## config.mk

```make
export PLATFORM = sky130hd
export DESIGN_NAME = addr_gen
export DESIGN_NICKNAME = d
export VERILOG_FILES = /design/src/hdl/vwrite_pkg.sv /design/src/hdl/addr_gen.sv
export SDC_FILE = /design/constraint.sdc
export NUM_CORES = 1
export LEC_CHECK = 0
export ABC_CLOCK_PERIOD_IN_PS = 2300
export BUFFER_PORTS_ARGS = -buffer_cell sky130_fd_sc_hd__buf_4
export CELL_PAD_IN_SITES_DETAIL_PLACEMENT = 1
export CELL_PAD_IN_SITES_GLOBAL_PLACEMENT = 2
export CORE_MARGIN = 2
export CORE_UTILIZATION = 31
export DETAILED_ROUTE_END_ITERATION = 7
export GPL_ROUTABILITY_DRIVEN = 0
export GPL_TIMING_DRIVEN = 0
export PLACE_DENSITY_LB_ADDON = 0.1
export SYNTH_ARGS = -nofsm -noshare
export SYNTH_HDL_FRONTEND = slang
export SYNTH_SLANG_ARGS = --single-unit
```

## constraint.sdc

```tcl
create_clock -name clk -period 2.3 [get_ports clk]
set_clock_uncertainty 0.1 [all_clocks]
set_input_delay 0.23 -clock clk [delete_from_list [all_inputs] [get_ports clk]]
set_output_delay 0.23 -clock clk [all_outputs]
set_load 0.05 [all_outputs]
```

## src/hdl/vwrite_pkg.sv

```systemverilog
package vwrite_pkg;

   localparam int ADDR_W     = 8;
   localparam int DATA_W     = 32;
   localparam int PERIOD_W   = 8;
   localparam int DELAY_W    = 6;
   localparam int LEN_W      = 8;
   localparam int BUS_ADDR_W = 32;

   typedef logic [ADDR_W-1:0]     addr_t;
   typedef logic [DATA_W-1:0]     data_t;
   typedef logic [PERIOD_W-1:0]   period_t;
   typedef logic [DELAY_W-1:0]    delay_t;
   typedef logic [LEN_W-1:0]      len_t;
   typedef logic [BUS_ADDR_W-1:0] bus_addr_t;

   typedef enum logic {
      ST_IDLE,
      ST_ACTIVE
   } ctrl_state_t;

   // run configuration, sampled on the run pulse
   typedef struct packed {
      bus_addr_t ext_addr;
      addr_t     store_start;
      addr_t     store_incr;
      period_t   store_period;
      delay_t    store_delay;
      addr_t     read_incr;
      period_t   read_period;
      len_t      length;
      logic      ping_pong;
      logic      enable_write;
   } vw_cfg_t;

endpackage
```

## src/hdl/addr_gen.sv

```systemverilog
`timescale 1ns/100ps

module addr_gen (
   input  logic                clk,
   input  logic                rst,
   input  logic                run_i,
   input  vwrite_pkg::addr_t   start_i,
   input  vwrite_pkg::addr_t   incr_i,
   input  vwrite_pkg::period_t period_i,
   input  vwrite_pkg::delay_t  delay_i,
   input  logic                ready_i,
   output logic                valid_o,
   output vwrite_pkg::addr_t   addr_o,
   output logic                done_o
);
   import vwrite_pkg::*;

   logic    busy;
   logic    accept;
   delay_t  delay_cnt;
   period_t items_left;
   addr_t   addr_q;

   // addresses only come out once the delay has run down
   assign valid_o = busy && (delay_cnt == '0);
   assign accept  = valid_o && ready_i;
   assign addr_o  = addr_q;

   always_ff @(posedge clk or posedge rst) begin
      if (rst) begin
         busy       <= 1'b0;
         done_o     <= 1'b1;
         delay_cnt  <= '0;
         items_left <= '0;
      end else if (run_i) begin
         // empty period finishes right away
         busy       <= (period_i != '0);
         done_o     <= (period_i == '0);
         delay_cnt  <= delay_i;
         items_left <= period_i;
      end else if (busy) begin
         if (delay_cnt != '0) begin
            delay_cnt <= delay_cnt - delay_t'(1);
         end else if (accept) begin
            items_left <= items_left - period_t'(1);
            if (items_left == period_t'(1)) begin
               busy   <= 1'b0;
               done_o <= 1'b1;
            end
         end
      end
   end

   // address steps only on an accepted handshake
   always_ff @(posedge clk) begin
      if (run_i) begin
         addr_q <= start_i;
      end else if (accept) begin
         addr_q <= addr_q + incr_i;
      end
   end

endmodule

```

After elaboration in Yosys (flattened, before gate mapping) --
Cells that the tools add are included.
Cells by class: add/sub/neg operators 3, equal/unequal tests 2, reduce and logical (&&, ||, !) cells 13, multiplexer cells 19
Operator list (number):
- $mux W8 | 6
- $mux W6 | 3
- $mux W1 | 10
- $add A8 B8 Y8 | 1
- $eq A8 B1 Y1 const B | 1
- $logic_not A8 Y1 | 1
- $reduce_bool A2 Y1 | 4
- $reduce_bool A8 Y1 | 1
- $sub A8 B1 Y8 const B | 1
- $logic_not A6 Y1 | 1
- $reduce_bool A6 Y1 | 1
- $sub A6 B1 Y6 const B | 1
- $reduce_and A4 Y1 | 1
- $reduce_and A3 Y1 | 1
- $logic_and A1 B1 Y1 | 2
- $ne A2 B2 Y1 const B | 1
- $reduce_and A2 Y1 | 1
Storage, ports and cells: word-level logic and storage cells 42, bits in registers 24, output and inout port bits 10

Logic depth before layout (Yosys ltp) --
Gate-level depths: netlist of the first run.
word-level depth 7, mapped depth 8

Least setup slack after synthesis of the first run --
Ideal clock, no wire load.
path kind reg-to-reg, start register addr_q[0] (netlist: addr_o[0]), end register addr_q[6] (netlist: addr_o[6]) (data pin), cell stages (with the launch flop) 9, slack 0.075 ns, data arrival time 1.843 ns, path buffers 0, library setup time 0.282 ns, cell sequence edfxtp_1 ha_1 inv_1 fa_1 nor2b_1 o31a_1 o21ai_0 nand3_1 o311ai_0
On the way: longest elaborated chain between the ends 3
RTL lines:
- start, declared | line addr_gen.sv:22 | addr_t addr_q;
- start signal, assigned | line addr_gen.sv:57 | addr_q <= start_i;
- start signal, assigned | line addr_gen.sv:59 | addr_q <= addr_q + incr_i;
- $add A8 B8 Y8 | line addr_gen.sv:59
- $mux W8 | line addr_gen.sv:58 | end else if (accept) begin
- $mux W8 | line addr_gen.sv:56 | if (run_i) begin
Every way passes these cells. The select of a mux whose other input is x is not followed. A chain may end at the register's enable or synchronous reset.

Worst setup path in the final report of the first run --
Same ends and word-level chain as after synthesis.

==> results.txt, run 1 <==
Status -> finished clean
Reg-to-reg slack, setup -> 240 ps
Setup repair after global routing missed its margin -> false
Maximum Capacitance Violations -> 0
Clock latency at the later pin of the worst-skew pair -> 270 ps
Relative contribution of the clock network to total power -> 0.258
Number of cells on the worst hold path -> 3
Number of nets in the final layout -> 253
Cell at the root of the clock tree -> sky130_fd_sc_hd__clkbuf_8
Final Max Tran Viols -> 0
Post-CTS resize count -> 0
Worst ir drop on vdd -> 0.000201 V
Relative contribution of combinational cells to total power -> 0.322
FFs w/ async S/R, synth -> 0.667
Arrival time at the worst endpoint -> 1960 ps
Share of total power consumed by net switching -> 0.341
Final hold viol count -> 0
Average wire length per cell after detail routing -> 15.7 microns
Post-synthesis cell type count -> 42
Synth Flop Type -> sky130_fd_sc_hd__dfrtp_1
Die Wd -> 75.5 microns
Post-synthesis sequential element count -> 24
Final setup TNS -> 0 ps
Maximum fanout count along the critical path -> 2
Internal power component -> 876 uW
Net switching power -> 453 uW
Average instance area after synthesis -> 9.95 sq um
Depth of the worst register-to-register path -> 8
Effective utilization at floorplan -> 0.316
Required time of the critical path -> 2200 ps
Tcrit/Tclk final -> 0.896
Placeable Area -> 5010 sq um
Multi-input gate area in the final layout -> 888 sq um
Count of input and output buffers -> 42
Area growth, synth to finish -> 30.3%
Area share of the largest cell type after synthesis -> 0.237
Worst slew margin relative to its limit -> 0.568
Filler Cell Count -> 612
Number of vias in the routed layout -> 1352
Net count of the mapped netlist -> 205
Estimated wirelength of the detail-placed design -> 3.42 mm
Via count of the first global-routing pass -> 1434
Fraction of layout cells with a size suffix above 1 -> 0.286
YS warnings -> 0
Final min period -> 2060 ps
Sort of element at the end of the critical path -> register
Final Hold Slack -> 66.5 ps
Hold path startpoint -> delay_i[3]
Kind of path behind the tightest hold check -> in2reg
Number of clock buffers inserted by TritonCTS -> 3
Area leader, netlist -> sky130_fd_sc_hd__dfrtp_1
Final WL -> 4.34 mm
Vertical die dimension -> 75.5 microns
Number of setup violations in the final report -> 0
First drt pass iteration count -> 4
Hold Path Sink -> delay_cnt[3]
Portion of the post-synthesis area used by sequential elements -> 0.406
Cell types with the largest area share after synthesis -> sky130_fd_sc_hd__dfrtp_1 (24%), sky130_fd_sc_hd__edfxtp_1 (15%), sky130_fd_sc_hd__ha_1 (8.7%)
Leak Pwr -> 0.881 nW
Sequential Power Share -> 0.420
Most used standard cell by instance count after synthesis -> sky130_fd_sc_hd__nand2_1
Worst-case clock buffer depth -> 2
Count of flip-flops with a built-in enable after synthesis -> 8
WS Path Type -> reg2reg
Rows -> 26
Post-Synthesis Cell Area -> 1580 sq um
Post-detailed-route via-to-cell ratio -> 4.90
Number of levels in the clock H-tree -> 1
Setup crit start kind -> register
Post-route ant nets -> 0
Antenna cells -> 0
CTS tree -> done
Number of cells produced by synthesis -> 159
Power per cell area -> 644 nW/um^2
GR Util All Layers -> 0.160
Total DRC errors in the routed layout -> 0
Top post-synthesis cells by count -> sky130_fd_sc_hd__nand2_1 (22), sky130_fd_sc_hd__dfrtp_1 (15), sky130_fd_sc_hd__o21ai_0 (14)
Area of the die -> 5690 sq um
Number of antenna violations at the first check in global routing -> 0
Top-Level Pins -> 44
Worst-path clk slew -> 100 ps
Clock sink count -> 24
Startpoint of the worst-slack reg-to-reg timing path -> addr_o[0]
Starting DRC count in detailed routing -> 53
Least-Margin Pin Slew -> 647 ps
Reg-to-Reg End -> addr_o[6]
Global-route wire length before repair -> 6.96 mm
Fmax -> 485 MHz
Largest net degree at the start of global routing -> 17
Global-route congestion overflow total -> 0
Seq. cell area -> 642 sq um
-- state kept, by name, indices dropped and copies added, names as in the netlist --
name	flops
addr_o	8
items_left	8
delay_cnt	6
busy	1
done_o	1
-- power by group through the flow --
stage	registers [mW]	clock network, mW	logic [mW]
after floorplan	0.622	0	0.228
after global placement	0.565	0	0.417
after detailed placement	0.568	0	0.430
after CTS	0.559	0.352	0.435
after global routing	0.567	0.370	0.474
final	0.558	0.343	0.427
-- per-layer routing --
metal | wire [microns] | GRT usage
met5 | 0 | 0
met4 | 28 | 0.0351
met3 | 135 | 0.0198
met2 | 2270 | 0.287
met1 | 1900 | 0.207
-- kinds of logic (layout without fill, tap and decap cells) --
kind of cell               after synthesis  in the layout  share of synthesized area
buffers and inverters                   14             61                     0.0332
DFF                                     24             24                      0.406
muxes                                    4              4                     0.0277
adders and majority gates               12             12                     0.0996
and+or+nand+nor                         54             54                      0.213
xor gates and xnor gates                17             17                     0.0941
AOI/OAI and AO/OA                       34             34                      0.127
-- repair_timing --
action                                 CTS  global route
hold buffers                             1             0
endpoints found under the hold margin   15             0
setup buffers                            0             0
-- per-stage QoR --
| step | total power, mW | std cells | util | worst slack (ps) | area (sq um) |
|---|---|---|---|---|---|
| final | 1.33 | 276 | 0.412 | 238 | 2060 |
| after global routing | 1.41 | 276 | 0.412 | 27.1 | 2060 |
| after CTS | 1.35 | 276 | 0.412 | 226 | 2060 |
| after detailed placement | 0.997 | 271 | 0.396 | 246 | 1990 |
| after global placement | 0.982 | 271 | 0.396 | 275 | 1990 |
| after floorplan | 0.850 | 159 | - | 74.7 | 1580 |
-- cell type report --
class / count / area share
Buffer: 5 / 0.00910
Sequential cell: 24 / 0.311
Tap cell: 70 / 0.0425
Timing Repair Buffer: 43 / 0.158
Multi-Input combinational cell: 121 / 0.431
Clock buffer: 4 / 0.0322
Inverter: 9 / 0.0164
-- critical path, stage by stage (launching register included) --
cell	delay [ps]
sky130_fd_sc_hd__edfxtp_1	370
sky130_fd_sc_hd__ha_1	180
sky130_fd_sc_hd__inv_1	60
sky130_fd_sc_hd__fa_1	410
sky130_fd_sc_hd__nor2b_1	160
sky130_fd_sc_hd__o31a_1	150
sky130_fd_sc_hd__o21ai_0	120
sky130_fd_sc_hd__nand3_1	110
sky130_fd_sc_hd__o311ai_0	120
-- how the worst max path moves through the flow --
| stage | startpoint | to | cells past startpoint |
|---|---|---|---|
| 4_1_cts | addr_o[0] | addr_o[6] | 7 |
| 3_3_place_gp | delay_cnt[4] | addr_o[2] | 3 |
| 6_report | addr_o[0] | addr_o[6] | 8 |
| 2_1_floorplan | addr_o[0] | addr_o[6] | 8 |
| 3_5_place_dp | delay_cnt[3] | addr_o[4] | 3 |
| 5_1_grt | addr_o[0] | addr_o[6] | 7 |
-- layout by cell type, fill, tap and decap left out, types with 2 or more instances in the layout --
master / netlist / layout
sky130_fd_sc_hd__xnor2_1: 7 / 7
sky130_fd_sc_hd__nand3_1: 6 / 6
sky130_fd_sc_hd__mux2_2: 3 / 3
sky130_fd_sc_hd__o21ai_0: 14 / 14
sky130_fd_sc_hd__nor2_1: 6 / 6
sky130_fd_sc_hd__clkbuf_1: 4 / 4
sky130_fd_sc_hd__nor4_1: 3 / 3
sky130_fd_sc_hd__nor4_2: 2 / 2
sky130_fd_sc_hd__nor3_1: 2 / 2
sky130_fd_sc_hd__clkbuf_8: 0 / 3
sky130_fd_sc_hd__edfxtp_1: 8 / 8
sky130_fd_sc_hd__dfrtp_1: 15 / 15
sky130_fd_sc_hd__o21ai_1: 5 / 5
sky130_fd_sc_hd__xor2_1: 10 / 10
sky130_fd_sc_hd__a21oi_1: 5 / 5
sky130_fd_sc_hd__nand4_1: 2 / 2
sky130_fd_sc_hd__buf_4: 0 / 42
sky130_fd_sc_hd__a21o_1: 2 / 2
sky130_fd_sc_hd__inv_1: 9 / 9
sky130_fd_sc_hd__nand2_1: 22 / 22
sky130_fd_sc_hd__ha_1: 11 / 11
Note: power is estimated with default switching activity, not from simulation.
==> run 2, diff against run 1 <==
Settings changed: BUFFER_PORTS_ARGS -buffer_cell sky130_fd_sc_hd__buf_4 to default, CORE_ASPECT_RATIO from default to 0.5, CORE_UTILIZATION 31 to 38, DONT_BUFFER_PORTS from default to 1.
==> run 2 against run 1 <==
  * The run now ends with setup timing left
  * Design area down 5.8%
  * Sequential share of layout area up 1.9 points
  * Hold slack worse by 14 ps
  * Via count down 7.4%
  * Non-clock buffer count down 24
  * Combinational power down 20%
  * Cell count down 14%
  * Fmax down 12%
  * Register-to-register slack worse by 290 ps
  * Setup slack worse by 290 ps
  * Largest cell class unchanged
  * Die area down 17%
  * Wire length down 10%
==> results.txt, run 2 (synthesis gave the netlist of run 1 again) <==
Number of standard cells in the layout, taps in and fillers out -> 236 (was 276)
Area of the die -> 4730 sq um (was 5690 sq um)
Kind of path behind the tightest hold check -> in2reg (unchanged)
Number of levels in the clock H-tree -> 1 (unchanged)
Clock latency at the later pin of the worst-skew pair -> 270 ps (about the same)
Worst slew margin relative to its limit -> 0.577 (was 0.568)
Final worst setup slack -> -51.3 ps (was 238 ps)
Worst setup timing slack at the placement stage -> -87.1 ps (was 246 ps)
Tcrit/Tclk final -> 1.02 (was 0.896)
Met1 Track Usage GR -> 0.224 (was 0.207)
Arrival time at the worst endpoint -> 2290 ps (was 1960 ps)
Largest net degree at the start of global routing -> 17 (unchanged)
Vertical die dimension -> 49.6 microns (was 75.5 microns)
Final Hold Slack -> 52.1 ps (was 66.5 ps)
Maximum fanout count along the critical path -> 2 (unchanged)
Power per cell area -> 636 nW/um^2 (was 644 nW/um^2)
WS Path Type -> reg2reg (unchanged)
Final hold viol count -> 0 (unchanged)
Sort of element at the end of the critical path -> register (unchanged)
Setup crit start kind -> register (unchanged)
Area of placed instances -> 1650 sq um (was 1990 sq um)
Number of vias in the routed layout -> 1252 (was 1352)
Via count of the first global-routing pass -> 1376 (was 1434)
Least-Margin Pin Slew -> 634 ps (was 647 ps)
Number of setup violations in the final report -> 2 (was 0)
Top library cells by usage in the layout, fill and taps aside -> sky130_fd_sc_hd__nand2_1 (22), sky130_fd_sc_hd__dfrtp_1 (15), sky130_fd_sc_hd__dlygate4sd3_1 (15), sky130_fd_sc_hd__o21ai_0 (13), sky130_fd_sc_hd__xor2_1 (10) (was sky130_fd_sc_hd__buf_4 (42), sky130_fd_sc_hd__nand2_1 (22), sky130_fd_sc_hd__dfrtp_1 (15), sky130_fd_sc_hd__o21ai_0 (14), sky130_fd_sc_hd__ha_1 (11))
Worst ir drop on vdd -> 0.000225 V (was 0.000201 V)
Count of input and output buffers -> 0 (was 42)
Final Max Tran Viols -> 0 (unchanged)
Overall power after layout -> 1.24 mW (was 1.33 mW)
Final min period -> 2350 ps (was 2060 ps)
Die Wd -> 95.3 microns (was 75.5 microns)
GR Util All Layers -> 0.178 (was 0.160)
Worst-case clock buffer depth -> 2 (unchanged)
Final Util -> 0.493 (was 0.412)
Placeable Area -> 3940 sq um (was 5010 sq um)
Worst-path clk slew -> 90 ps (was 100 ps)
Final setup TNS -> -70.7 ps (was 0 ps)
Clock sink count -> 24 (unchanged)
Post-detailed-route via-to-cell ratio -> 5.31 (was 4.90)
Starting DRC count in detailed routing -> 28 (was 53)
Effective utilization at floorplan -> 0.401 (was 0.316)
Violated checks -> setup timing
Met3 Resource Use GR -> 0.0520 (was 0.0198)
CTS tree -> done (unchanged)
Leak Pwr -> 0.745 nW (was 0.881 nW)
Cell at the root of the clock tree -> sky130_fd_sc_hd__clkbuf_8 (unchanged)
Maximum Capacitance Violations -> 0 (unchanged)
Fraction of met2 tracks used by global routing -> 0.316 (was 0.287)
Fmax -> 425 MHz (was 485 MHz)
Status -> finished, violations left (was finished clean)
Setup repair after global routing missed its margin -> true (was false)
Number of clock buffers inserted by TritonCTS -> 3 (unchanged)
Post-route ant nets -> 0 (unchanged)
Global-route congestion overflow total -> 0 (unchanged)
Total DRC errors in the routed layout -> 0 (unchanged)
Area growth, synth to finish -> 22.8% (was 30.3%)
Final WL -> 3.90 mm (was 4.34 mm)
Antenna cells -> 0 (unchanged)
Global-route wire length before repair -> 6.40 mm (was 6.96 mm)
Top-Level Pins -> 44 (unchanged)
Most common cell after layout, fill and taps aside -> sky130_fd_sc_hd__nand2_1 (was sky130_fd_sc_hd__buf_4)
Grt peak-use layer -> met2 (unchanged)
Final Instance Area -> 1940 sq um (was 2060 sq um)
Estimated wirelength of the detail-placed design -> 2.79 mm (was 3.42 mm)
Fraction of layout cells with a size suffix above 1 -> 0.165 (was 0.286)
First drt pass iteration count -> 4 (unchanged)
Required time of the critical path -> 2240 ps (was 2200 ps)
Rows -> 16 (was 26)
Average wire length per cell after detail routing -> 16.5 microns (was 15.7 microns)
Cell count after placement -> 213 (was 271)
Number of nets in the final layout -> 229 (was 253)
Number of antenna violations at the first check in global routing -> 0 (unchanged)
run 2: changes by cell type in the layout (fill, tap and decap cells not counted), moves of 2 or more:
| cell | before | now |
|---|---|---|
| sky130_fd_sc_hd__buf_4 | 42 | 4 |
| sky130_fd_sc_hd__dlygate4sd3_1 | 1 | 15 |
| sky130_fd_sc_hd__ha_1 | 11 | 6 |
| sky130_fd_sc_hd__ha_4 | 0 | 3 |
| sky130_fd_sc_hd__a21oi_1 | 5 | 3 |
| sky130_fd_sc_hd__a21oi_2 | 0 | 2 |
| sky130_fd_sc_hd__ha_2 | 0 | 2 |
run 2: worst paths after layout:
path / depth (start not counted) / end / slack [ps] / startpoint
max in group asynchronous: 2 / busy / 1310 / rst
hold / removal: 2 / addr_o[1] / 50 / start_i[1]
min in group asynchronous: 2 / items_left[5] / 380 / rst
hold reg to reg: 2 / items_left[6] / 480 / items_left[6]
setup / recovery: 8 / addr_o[4] / -50 / addr_o[0]
setup reg to reg: 8 / addr_o[4] / -50 / addr_o[0]
run 2: area by class of cell:
class                      count  area, sq um
inverter                       9         33.8
timing repair buffer          19          180
tap                           54         67.6
fill                         442         2000
buffer                         5         18.8
sequential                    24          642
multi-input combinational    121          956
clock buffer                   4         45.0
run 2: power by group:
group / total (mW) / switching, mW / internal (mW)
Combinational: 0.343 / 0.171 / 0.172
Sequential: 0.627 / 0.124 / 0.503
Clock: 0.266 / 0.142 / 0.124
run 2: layer usage:
metal | share of wire | vias to the layer above
li1 | - | 608
met1 | 0.45 | 612
met2 | 0.50 | 30
met3 | 0.052 | 2
met4 | 0.0026 | 0
met5 | 0 | -
run 2: critical path, cell delays in order, from the launching register on:
cell                       delay, ps
sky130_fd_sc_hd__edfxtp_1        660
sky130_fd_sc_hd__ha_2            310
sky130_fd_sc_hd__inv_1            60
sky130_fd_sc_hd__fa_2            360
sky130_fd_sc_hd__nor2b_2         160
sky130_fd_sc_hd__o31a_1          160
sky130_fd_sc_hd__buf_4           110
sky130_fd_sc_hd__a211oi_1         40
sky130_fd_sc_hd__a21o_1          170
run 2: what timing repair did:
item | in CTS | in global routing
resized for setup | 4 | 11
buffers inserted | 2 | 2
setup endpoints to repair | 1 | 4
endpoints found under the hold margin | 28 | 1
hold buffers | 14 | 1
pin swaps | 2 | 3
