<file path="config.mk">
export PLATFORM = sky130hd
export DESIGN_NAME = write_ctrl
export DESIGN_NICKNAME = d
export VERILOG_FILES = /design/src/hdl/vwrite_pkg.sv /design/src/hdl/write_ctrl.sv
export SDC_FILE = /design/constraint.sdc
export NUM_CORES = 1
export LEC_CHECK = 0
export ABC_AREA = 1
export BUFFER_PORTS_ARGS = -buffer_cell sky130_fd_sc_hd__buf_2
export CAP_MARGIN = 0
export CORE_ASPECT_RATIO = 0.9
export CORE_MARGIN = 3
export CORE_UTILIZATION = 35
export CTS_BUF_LIST = sky130_fd_sc_hd__clkbuf_8 sky130_fd_sc_hd__clkbuf_16
export CTS_CLUSTER_SIZE = 40
export DETAILED_ROUTE_END_ITERATION = 7
export GPL_TIMING_DRIVEN = 0
export PLACE_DENSITY_LB_ADDON = 0.25
export SYNTH_ARGS = -nofsm -noshare
export SYNTH_HDL_FRONTEND = slang
export SYNTH_SLANG_ARGS = --single-unit
export TNS_END_PERCENT = 100
</file>
<file path="constraint.sdc">
create_clock -name clk -period 1.2 [get_ports clk]
set_clock_uncertainty 0.05 [all_clocks]
set_input_delay 0.12 -clock clk [delete_from_list [all_inputs] [get_ports clk]]
set_output_delay 0.12 -clock clk [all_outputs]
set_load 0.005 [all_outputs]
</file>
<file path="src/hdl/vwrite_pkg.sv">
package vwrite_pkg;

   localparam int ADDR_W     = 8;
   localparam int DATA_W     = 32;
   localparam int PERIOD_W   = 8;
   localparam int DELAY_W    = 6;
   localparam int LEN_W      = 8;
   localparam int BUS_ADDR_W = 32;

   typedef logic [ADDR_W-1:0]     addr_t;
   typedef logic [DATA_W-1:0]     data_t;
   typedef logic [PERIOD_W-1:0]   period_t;
   typedef logic [DELAY_W-1:0]    delay_t;
   typedef logic [LEN_W-1:0]      len_t;
   typedef logic [BUS_ADDR_W-1:0] bus_addr_t;

   typedef enum logic {
      ST_IDLE,
      ST_ACTIVE
   } ctrl_state_t;

   // run configuration, sampled on the run pulse
   typedef struct packed {
      bus_addr_t ext_addr;
      addr_t     store_start;
      addr_t     store_incr;
      period_t   store_period;
      delay_t    store_delay;
      addr_t     read_incr;
      period_t   read_period;
      len_t      length;
      logic      ping_pong;
      logic      enable_write;
   } vw_cfg_t;

endpackage
</file>
<file path="src/hdl/write_ctrl.sv">
`timescale 1ns/100ps

module write_ctrl (
   input  logic                  clk,
   input  logic                  rst,
   input  logic                  run_i,
   input  vwrite_pkg::vw_cfg_t   cfg_i,
   input  logic                  store_done_i,
   input  logic                  rd_valid_i,
   input  logic                  bus_ready_i,
   input  logic                  bus_last_i,
   output logic                  done_o,
   output logic                  bus_valid_o,
   output vwrite_pkg::addr_t     store_start_o,
   output vwrite_pkg::addr_t     read_start_o,
   output logic                  read_run_o,
   output vwrite_pkg::bus_addr_t bus_addr_o,
   output vwrite_pkg::len_t      bus_len_o
);
   import vwrite_pkg::*;

   ctrl_state_t state_q;
   logic        write_done;
   logic        store_done;
   logic        pp_q;
   logic        beat_last;

   assign bus_valid_o = rd_valid_i && !write_done;
   assign beat_last   = bus_valid_o && bus_ready_i && bus_last_i;
   assign read_run_o  = run_i && cfg_i.enable_write;

   // top address bit picks the half, store and read sides are opposite
   assign read_start_o  = {cfg_i.ping_pong && !pp_q, {(ADDR_W-1){1'b0}}};
   assign store_start_o = {cfg_i.ping_pong && pp_q, cfg_i.store_start[ADDR_W-2:0]};

   always_ff @(posedge clk or posedge rst) begin
      if (rst) begin
         state_q    <= ST_IDLE;
         write_done <= 1'b1;
         store_done <= 1'b1;
         pp_q       <= 1'b0;
         done_o     <= 1'b1;
      end else if (run_i) begin
         state_q    <= ST_ACTIVE;
         write_done <= !cfg_i.enable_write;
         store_done <= 1'b0;
         pp_q       <= cfg_i.ping_pong && !pp_q;
         done_o     <= 1'b0;
      end else if (state_q == ST_ACTIVE) begin
         if (store_done_i) store_done <= 1'b1;
         if (beat_last) write_done <= 1'b1;
         if (write_done && store_done) begin
            state_q <= ST_IDLE;
            done_o  <= 1'b1;
         end
      end
   end

   // bus address and length held for the whole burst
   always_ff @(posedge clk) begin
      if (run_i) begin
         bus_addr_o <= cfg_i.ext_addr;
         bus_len_o  <= cfg_i.length;
      end
   end

endmodule

</file>
### Yosys cells after proc, flatten, opt, wreduce, memory -nomap -nowiden

Cells that the tools add are included.

* register bits after elaboration: 45
* latch bits: 0
* bits in writable memories: 0
* ROM bits: 0
* input port bits: 95
* output and inout bits: 59
* logic and storage cells: 36
* memories: 0

* add/sub/neg operators: 0
* multipliers: 0
* divide/modulo/power cells: 0
* order comparisons: 0
* equal/unequal tests: 0
* shift operators: 0
* mux-type cells: 12
* bitwise operators: 0
* reduce and logical (&&, ||, !) cells: 17

Operator list (count)
* $mux W1: 12
* $reduce_bool A2 Y1: 4
* $logic_and A1 B1 Y1: 7
* $reduce_and A2 Y1: 3
* $logic_not A1 Y1: 3

### Logic depth before layout (Yosys ltp)

Gate-level depths: netlist (run 1).

* depth after elaboration: 7
* mapped depth: 5
* mapped depth without buffers: 5

### Worst setup path after synthesis (run 1)

No wires, ideal clock.

* kind: register -> register
* start point: reg write_done
* end point: reg write_done
* library setup time: 0.075 ns
* arrival time: 0.769 ns
* data required time: 1.075 ns
* slack: 0.306 ns
* stages on the path, launching flop included: 6
* buffers on the path: 0
* period minus slack after synthesis: 0.894 ns
* cell sequence: dfstp_2 > inv_1 > nand2_1 > nor2_1 > nor2_1 > nor2_1

* cells in the longest elaborated chain, start to end: 6

Ends and longest elaborated chain
* from (decl): RTL line write_ctrl.sv:23 `logic write_done;`
* from (signal assigned): RTL line write_ctrl.sv:45 `write_done <= !cfg_i.enable_write;`
* $logic_not A1 Y1: RTL line write_ctrl.sv:28 `assign bus_valid_o = rd_valid_i && !write_done;`
* $logic_and A1 B1 Y1: RTL line write_ctrl.sv:28
* $logic_and A1 B1 Y1 (2 in a row): RTL line write_ctrl.sv:29 `assign beat_last = bus_valid_o && bus_ready_i && bus_last_i;`
* $reduce_bool A2 Y1 (no line)
* $reduce_and A2 Y1 (no line)

No other way between the ends.
A chain may end at the register's enable or synchronous reset.

### Final worst setup path (run 1)

* start point: reg write_done
* end point: out bus_valid_o

* cells in the longest elaborated chain, start to end: 2

Ends and longest elaborated chain
* $logic_not A1 Y1: RTL line write_ctrl.sv:28
* $logic_and A1 B1 Y1: RTL line write_ctrl.sv:28
* to (decl): RTL line write_ctrl.sv:13 `output logic bus_valid_o,`

No other way between the ends.

==> results.md, run 1 <==
* Status: finished with violations
* Violated checks: setup timing
* N_diodes at 0
* DRT antenna net count at 0
* Setup tns final at -0.0336 ns
* RR Endpoint: write_done$_DFFE_PP1P_
* GPL Wtd Cong at 0.671
* Synth cell count leaders: edfxtp_1, buf_4, nand2_1, inv_1, nor2_1
* CTS tree: yes
* Yosys reg bits at 45
* Bufs on Longest Clock Path at 2
* Final min period at 1.23 ns
* Period utilisation layout at 1.03
* Reg area at 1330 um^2
* DRC Markers at 0
* Hold Violations, Final at 0
* Synth Warn # at 0
* Synthesized cell area at 1550 um^2
* R2R cell count at 8
* Total clock buffers created by CTS at 5
* DR iter-0 viols at 63
* P per Cell Area at 1200 nW/um^2
* Routed WL at 3690 um
* Via count at 1215
* Avg Cell Area, Syn at 17.8 um^2
* Critical path endpoint category: output pin
* Slew Viols, Final at 0
* Reg2reg start: write_done$_DFFE_PP1P_
* Core ar. at 4180 um^2
* Async set-reset flop share out of synthesis at 0.111
* Crit-path cells: inv_2, nand2_2, inv_2, buf_2
* Hold path endpoint: store_done$_DFFE_PP1P_
* Crit Path Class: flop to output pin
* Primary FF master, synth: edfxtp_1
* Placed standard-cell area at 2150 um^2
* Multi-input logic area at 113 um^2
* Number of synthesized flops with an enable pin at 40
* Later-pin clock latency in the skew report at 0.28 ns
* Worst slew pin tran at 0.548 ns
* Port-buffer cells at 100
* Via density at 3.96
* Max Cap Viol at 0
* Cell taking the most area after synthesis: edfxtp_1
* Hold_sp: store_done_i
* Num rows at 22
* Distinct cells, synth at 11
* Dominant cells by area after synthesis: edfxtp_1, buf_4, dfstp_2, dfrtp_1, nand2_1
* Max Fanout on Critical Path at 2
* Die W at 76.2 um
* H-tree depth at 2
* GRT Util Overall at 0.147
* Slowest cell on crit path: dfstp_2
* Initial core utilization at 0.371
* Drt pass-1 iters at 3
* Setup violations, final at 1
* Most used cell, CP: inv_2
* Initial antenna violation count at 0
* Worst Path Arrival at 1.06 ns
* Core Util, Final at 0.644
* Synthesis-to-finish area growth at 73.8%
* Die extent in y at 69.1 um
* Seq/Total Area, Yosys at 0.858
* R2R Setup Slk at 0.01 ns
* Vias in the first global route at 1250
* Filler cells at 330
* Slew HR at 0.635
* Nets at 341
* WHS Path Cells at 3
* Synth Instances at 87
* Fmax at 811 MHz
* HP Class: input port to flop
* CP Launch Type: flop
* Synth top area share at 0.775
* Final Cell Area at 2690 um^2
* Crit-path max cell delay at 0.54 ns
* Worst-path clk slew at 0.08 ns
* Drt wl/cell at 12.0 um
* Pwr Total at 0.00322 W
* Sink Count at 45
* Total congestion overflow at 0
* Most frequent cell after synthesis: edfxtp_1
* Clock Tree Root: clkbuf_8
* Peak supply drop at 741 uV
* Unrepaired setup endpoints after global routing: true
* Req. time, crit path at 1.03 ns
* First-pass GRT wire length at 6180 um
* I/O pins at 154
* Fraction of layout cells with a size suffix above 1 at 0.538
* Largest net degree at the start of global routing at 46
* Post-route setup slack at -0.0336 ns
* LEAKAGE at 1.26 nW
* Die Area at 5260 um^2
-- stage by stage --
step,std cells,worst slack [ns],hold WS (ns)
3_3_place_gp,253,-0.230,-0.0209
3_5_place_dp,253,-0.228,-0.0201
5_1_grt,307,-0.0912,0.0602
4_1_cts,307,-0.0558,0.0276
2_1_floorplan,93,0.306,-0.154
6_report,307,-0.0336,0.0421
-- state kept, by name, summed over array words and instances (netlist names) --
signal	flops
done_o	1
bus_len_o	8
bus_addr_o	32
store_done	1
pp_q	1
state_q	1
write_done	1
-- logic make-up after synthesis --
logic type             Yosys count  share of synthesized area
flip-flops                      45                      0.858
AND/OR/NAND/NOR                 17                     0.0460
AO/OA/AOI/OAI                    2                    0.00646
other                            1                    0.00242
buffers and inverters           22                     0.0872
-- final cells by class --
class	count	share of cell area
Sequential cell	45	0.494
Timing Repair Buffer	146	0.354
Multi-Input combinational cell	26	0.0418
Buffer	14	0.0390
Tap cell	60	0.0279
Clock buffer	5	0.0255
Inverter	8	0.0111
Clock inverter	3	0.00697
-- power breakdown --
part | internal [W] | total, W | leakage (nW) | switching (W)
Clock | 0.000401 | 0.000881 | 0.0416 | 0.000479
Combinational | 0.000282 | 0.000455 | 0.774 | 0.000174
Sequential | 0.00185 | 0.00189 | 0.445 | 0.0000385
-- cells in the final DEF (no fill, tap or decap) --
master and count:
edfxtp_1 40, nand3_1 1, inv_2 2, dlygate4sd3_1 42, buf_4 19, buf_2 99
nand3_2 1, a21oi_1 2, nor2_1 4, nand2_1 9, nor2_2 1, conb_1 7
dfrtp_1 2, clkbuf_8 5, inv_1 7, nand2_2 1, dfstp_2 3, clkinvlp_4 2
-- worst max-delay path by stage --
stage                                        end  slack, ns                    from  depth (start not counted)
after floorplan           write_done$_DFFE_PP1P_       0.31  write_done$_DFFE_PP1P_                          5
after global placement    write_done$_DFFE_PP1P_      -0.23                   run_i                          5
after detailed placement  write_done$_DFFE_PP1P_      -0.23                   run_i                          5
after CTS                            bus_valid_o      -0.06  write_done$_DFFE_PP1P_                          4
after global routing                 bus_valid_o      -0.09  write_done$_DFFE_PP1P_                          4
final                                bus_valid_o      -0.03  write_done$_DFFE_PP1P_                          4
-- critical path, delay by kind of cell, from the launching register on --
family        cells  cell delay [ns]
flops             1             0.54
buf+inv           3             0.18
simple gates      1             0.06
-- timing repair --
| action | in CTS | in global routing |
|---|---|---|
| pin swaps | 1 | 1 |
| resized for setup | 3 | 2 |
| buffers inserted | 4 | 0 |
| hold endpoints to repair | 46 | 0 |
| endpoints found under the setup margin | 2 | 3 |
| hold buffers | 42 | 0 |
-- metal layers --
metal,routed length (um),track usage,share of wire,vias to the layer above
met5,0,0,0,-
met4,37,0.0463,0.010,0
met3,411,0.0614,0.11,7
met2,1730,0.241,0.47,81
met1,1510,0.178,0.41,534
li1,-,-,-,593
Note: power is estimated with default switching activity, not from simulation.
==> inputs of run 2 (changes only) <==
- RECOVER_POWER: unset -> 25
==> results.md, run 2 (same netlist as run 1, synthesis figures left out) <==
* Status: finished with violations
* Violated checks: setup timing
* CP Launch Type: flop
* RR Endpoint: write_done$_DFFE_PP1P_
* HP Class: input port to flop
* First-pass GRT wire length at 6180 um
* Slew HR at 0.605
* Worst-path clk slew at 0.08 ns
* Slew Viols, Final at 0
* Drt pass-1 iters at 3
* LEAKAGE at 1.25 nW
* Regs by FF count: bus_addr_o (32), bus_len_o (8)
* Max Cap Viol at 0
* P per Cell Area at 1200 nW/um^2
* N_diodes at 0
* Post-route setup slack at -0.0336 ns
* Final Cell Area at 2690 um^2
* Worst slew pin tran at 0.593 ns
* Via count at 1213
* Hold Violations, Final at 0
* Hold path endpoint: store_done$_DFFE_PP1P_
* I/O pins at 154
* Fraction of layout cells with a size suffix above 1 at 0.530
* R2R cell count at 8
* Placed standard-cell area at 2150 um^2
* CTS tree: yes
* Pwr Total at 0.00322 W
* Crit Path Class: flop to output pin
* Crit path max-delay family: flip-flops
* Via density at 3.95
* Req. time, crit path at 1.03 ns
* M2 GR Usage at 0.241
* Initial antenna violation count at 0
* Clock Tree Root: clkbuf_8
* Commonest cells after routing, fill and taps aside: buf_2, dlygate4sd3_1, edfxtp_1
* R2R Setup Slk at 0.01 ns
* Slowest cell on crit path: dfstp_2
* Fmax at 811 MHz
* Bufs on Longest Clock Path at 2
* Die extent in y at 69.1 um
* Period utilisation layout at 1.03
* Routed WL at 3690 um
* Finished Layout Cells at 307
* Crit-path max cell delay at 0.54 ns
* DRC Markers at 0
* GRT Util Overall at 0.147
* Initial core utilization at 0.371
* Drt wl/cell at 12.0 um
* Max reg flops at 32
* Setup violations, final at 1
* Unrepaired setup endpoints after global routing: true
* Die Area at 5260 um^2
* Total congestion overflow at 0
* WHS Path Cells at 3
* Peak supply drop at 740 uV
* Nets at 341
* Die W at 76.2 um
* Sink Count at 45
* DR iter-0 viols at 61
* Synthesis-to-finish area growth at 73.6%
* Core ar. at 4180 um^2
* Hold_sp: store_done_i
* Grt peak-use layer: met2
* Later-pin clock latency in the skew report at 0.28 ns
* GPL Wtd Cong at 0.671
* Worst Path Arrival at 1.06 ns
* Vias in the first global route at 1250
* Most common cell after layout, fill and taps aside: buf_2
* Setup tns final at -0.0336 ns
* Met1 usage at 0.178
* Placed Cells at 253
* Largest net degree at the start of global routing at 46
* Register bank with the most flops: bus_addr_o
* Critical path endpoint category: output pin
* Crit-path cells: inv_2, nand2_2, inv_2, buf_2
* Port-buffer cells at 100
* Total clock buffers created by CTS at 5
* Worst Path Buf+Inv at 3
* Final min period at 1.23 ns
* H-tree depth at 2
* Num rows at 22
* Most used cell, CP: inv_2
* Reg2reg start: write_done$_DFFE_PP1P_
* Max Fanout on Critical Path at 2
* M3 GR Usage at 0.0614
* DRT antenna net count at 0
## run 2: cell types whose count changed in the layout (fill, tap and decap cells not counted), sizes merged
cell / previous run / this run
buf: 118 / 110
clkbuf: 5 / 13
## run 2: routing by layer
metal  wire length [um]  part of all wire
met2               1730              0.47
met1               1510              0.41
met3                413              0.11
met5                  0                 0
met4                 37             0.010
## run 2: metrics by stage
stage               setup slack, ns  utilization  hold slack [ns]
global placement             -0.230        0.513          -0.0209
floorplan                     0.306            -           -0.154
global route                -0.0912        0.643           0.0602
finish                      -0.0336        0.643           0.0421
detailed placement           -0.228        0.513          -0.0201
CTS                         -0.0558        0.643           0.0276
## run 2: how the worst max path moves through the flow
stage | startpoint | cells past startpoint | to | slack, ns
after floorplan | write_done$_DFFE_PP1P_ | 5 | write_done$_DFFE_PP1P_ | 0.31
after global placement | run_i | 5 | write_done$_DFFE_PP1P_ | -0.23
after detailed placement | run_i | 5 | write_done$_DFFE_PP1P_ | -0.23
after CTS | write_done$_DFFE_PP1P_ | 4 | bus_valid_o | -0.06
after global routing | write_done$_DFFE_PP1P_ | 4 | bus_valid_o | -0.09
final | write_done$_DFFE_PP1P_ | 4 | bus_valid_o | -0.03
## run 2: cell type report
class / instances / area [um^2]
clock buffers: 5 / 68.8
plain buffers: 14 / 105
fillers: 332 / 1490
multi-input cells: 26 / 113
repair buffers: 146 / 951
clock inverters: 3 / 18.8
flip-flops and latches: 45 / 1330
inverters: 8 / 30.0
well taps: 60 / 75.1
## run 2: where the power goes
part | switching, W | leakage, nW | internal [W]
registers | 0.0000385 | 0.445 | 0.00185
logic | 0.000174 | 0.767 | 0.000280
clock network | 0.000477 | 0.0416 | 0.000401
## run 2: tightest hold or removal path: cells and delay by family
kind                   cells  cell delay [ns]
buffers and inverters      1             0.08
AND/OR/NAND/NOR            1             0.08
AO/OA/AOI/OAI              1             0.05
## run 2: what timing repair did
action                                  4_1_cts  5_1_grt
buffers inserted                              4        0
pin swaps                                     1        1
cloned                                        0        0
hold buffers                                 42        0
endpoints found under the hold margin        46        0
endpoints found under the setup margin        2        3
gates resized for setup                       3        2
==> inputs of run 3 (changes only) <==
- MAX_ROUTING_LAYER: unset -> met4
==> results.md, run 3 (same netlist as run 1, synthesis figures left out) <==
* Period utilisation layout at 1.03
* Via density at 3.95
* Drt pass-1 iters at 3
* Total clock buffers created by CTS at 5
* Crit-path cells: inv_2, nand2_2, inv_2, buf_2
* Comb power frac at 0.141
* R2R cell count at 8
* P_sw at 0.000688 W
* Regs by FF count: bus_addr_o (32), bus_len_o (8)
* Peak supply drop at 739 uV
* Setup violations, final at 1
* Vias in the first global route at 1245
* Sequential power share at 0.586
* Bufs on Longest Clock Path at 2
* Initial core utilization at 0.371
* Final Cell Area at 2690 um^2
* CP Launch Type: flop
* Req. time, crit path at 1.03 ns
* Die W at 76.2 um
* Max Cap Viol at 0
* Commonest cells after routing, fill and taps aside: buf_2, dlygate4sd3_1, edfxtp_1
* Register bank with the most flops: bus_addr_o
* GRT Util Overall at 0.151
* Worst-path clk slew at 0.08 ns
* Filler cells at 332
* Crit Path Class: flop to output pin
* Core Util, Final at 0.643
* HP Class: input port to flop
* Crit path max-delay family: flip-flops
* Initial antenna violation count at 0
* Slew HR at 0.606
* Max Fanout on Critical Path at 2
* Drt wl/cell at 12.0 um
* Via count at 1214
* Worst Path Arrival at 1.06 ns
* Sink Count at 45
* Nets at 341
* I/O pins at 154
* First-pass GRT wire length at 6160 um
* Violated checks: setup timing
* Hold_sp: store_done_i
* Most common cell after layout, fill and taps aside: buf_2
* Largest net degree at the start of global routing at 46
* H-tree depth at 2
* Fmax at 811 MHz
* Slew Viols, Final at 0
* DRT antenna net count at 0
* Num rows at 22
* Fraction of layout cells with a size suffix above 1 at 0.530
* Reg2reg start: write_done$_DFFE_PP1P_
* Worst slew pin tran at 0.592 ns
* Proportion of power drawn by the clock network at 0.273
* Worst Path Buf+Inv at 3
* Status: finished with violations
* Post-place setup slack at -0.228 ns
* Core ar. at 4180 um^2
* Final min period at 1.23 ns
* Clock Tree Root: clkbuf_8
* Die Area at 5260 um^2
* Max reg flops at 32
* DRC Markers at 0
* WP depth at 4
* DR iter-0 viols at 60
* N_diodes at 0
* Switching share of power at 0.214
* Crit-path max cell delay at 0.54 ns
* Hold Violations, Final at 0
* Routed WL at 3670 um
* LEAKAGE at 1.25 nW
* Die extent in y at 69.1 um
* Placed standard-cell area at 2150 um^2
* Slowest cell on crit path: dfstp_2
* Total congestion overflow at 0
* Port-buffer cells at 100
* WHS Path Cells at 3
* Later-pin clock latency in the skew report at 0.28 ns
* CTS tree: yes
* GPL Wtd Cong at 0.677
* Unrepaired setup endpoints after global routing: true
* Synthesis-to-finish area growth at 73.6%
* Post-route setup slack at -0.0337 ns
* Cell internal pwr at 0.00253 W
* Most used cell, CP: inv_2
* Crit path launch: write_done$_DFFE_PP1P_
* P per Cell Area at 1200 nW/um^2
* Critical path endpoint category: output pin
==> run 3: cell counts in the layout (fill, tap and decap cells not counted) <==
No cell type changed its count.
==> run 3: repair_timing <==
action / CTS / global route
hold endpoints to repair: 46 / 0
pin swaps: 1 / 1
setup endpoints to repair: 2 / 3
setup buffers: 4 / 0
cloned: 0 / 0
resized for setup: 3 / 2
hold buffers: 42 / 0
==> run 3: final timing paths <==
kind                                     endpoint  slack, ns
setup / recovery                      bus_valid_o      -0.03
hold reg to reg                done_o$_DFFE_PP1P_       0.42
hold / removal             store_done$_DFFE_PP1P_       0.04
setup reg to reg           write_done$_DFFE_PP1P_       0.01
min in group asynchronous       state_q$_DFF_PP0_       0.22
max in group asynchronous      done_o$_DFFE_PP1P_       0.64
==> run 3: through the flow <==
stage                     cells  setup TNS, ns  total power [W]  hold slack [ns]
final                       307        -0.0337          0.00322           0.0394
after floorplan              93              0          0.00201           -0.154
after global placement      253          -5.29          0.00224          -0.0209
after detailed placement    253          -5.36          0.00225          -0.0201
after CTS                   307        -0.0558          0.00325           0.0276
after global routing        307         -0.156          0.00339           0.0602
==> run 3: power groups by stage <==
| stage | registers (W) | clock network [W] | logic (W) |
|---|---|---|---|
| 3_5_place_dp | 0.00192 | 0 | 0.000326 |
| 4_1_cts | 0.00189 | 0.000916 | 0.000449 |
| 3_3_place_gp | 0.00192 | 0 | 0.000322 |
| 6_report | 0.00189 | 0.000877 | 0.000453 |
| 5_1_grt | 0.00190 | 0.000988 | 0.000500 |
| 2_1_floorplan | 0.00194 | 0 | 0.0000741 |
==> run 3: final cells by class <==
| cell class | instances | area (um^2) | share of cell area |
|---|---|---|---|
| clock buffer | 5 | 68.8 | 0.0256 |
| multi-input combinational | 26 | 113 | 0.0418 |
| tap | 60 | 75.1 | 0.0279 |
| clock inverter | 3 | 18.8 | 0.00697 |
| inverter | 8 | 30.0 | 0.0112 |
| buffer | 14 | 105 | 0.0391 |
| timing repair buffer | 146 | 951 | 0.353 |
| sequential | 45 | 1330 | 0.494 |
==> run 3: routing by layer <==
layer	up-vias	global-route usage	part of all wire
li1	594	-	-
met2	81	0.240	0.47
met4	0	0.0463	0.010
met3	7	0.0509	0.097
met5	-	-	0
met1	532	0.185	0.42
==> run 3: worst register-to-register path: stages (launching register included) <==
cell	delay, ns
dfstp_2	0.54
inv_2	0.04
nand2_2	0.06
buf_4	0.10
buf_4	0.09
buf_4	0.09
nor2_1	0.03
nor2_1	0.08
nor2_1	0.04
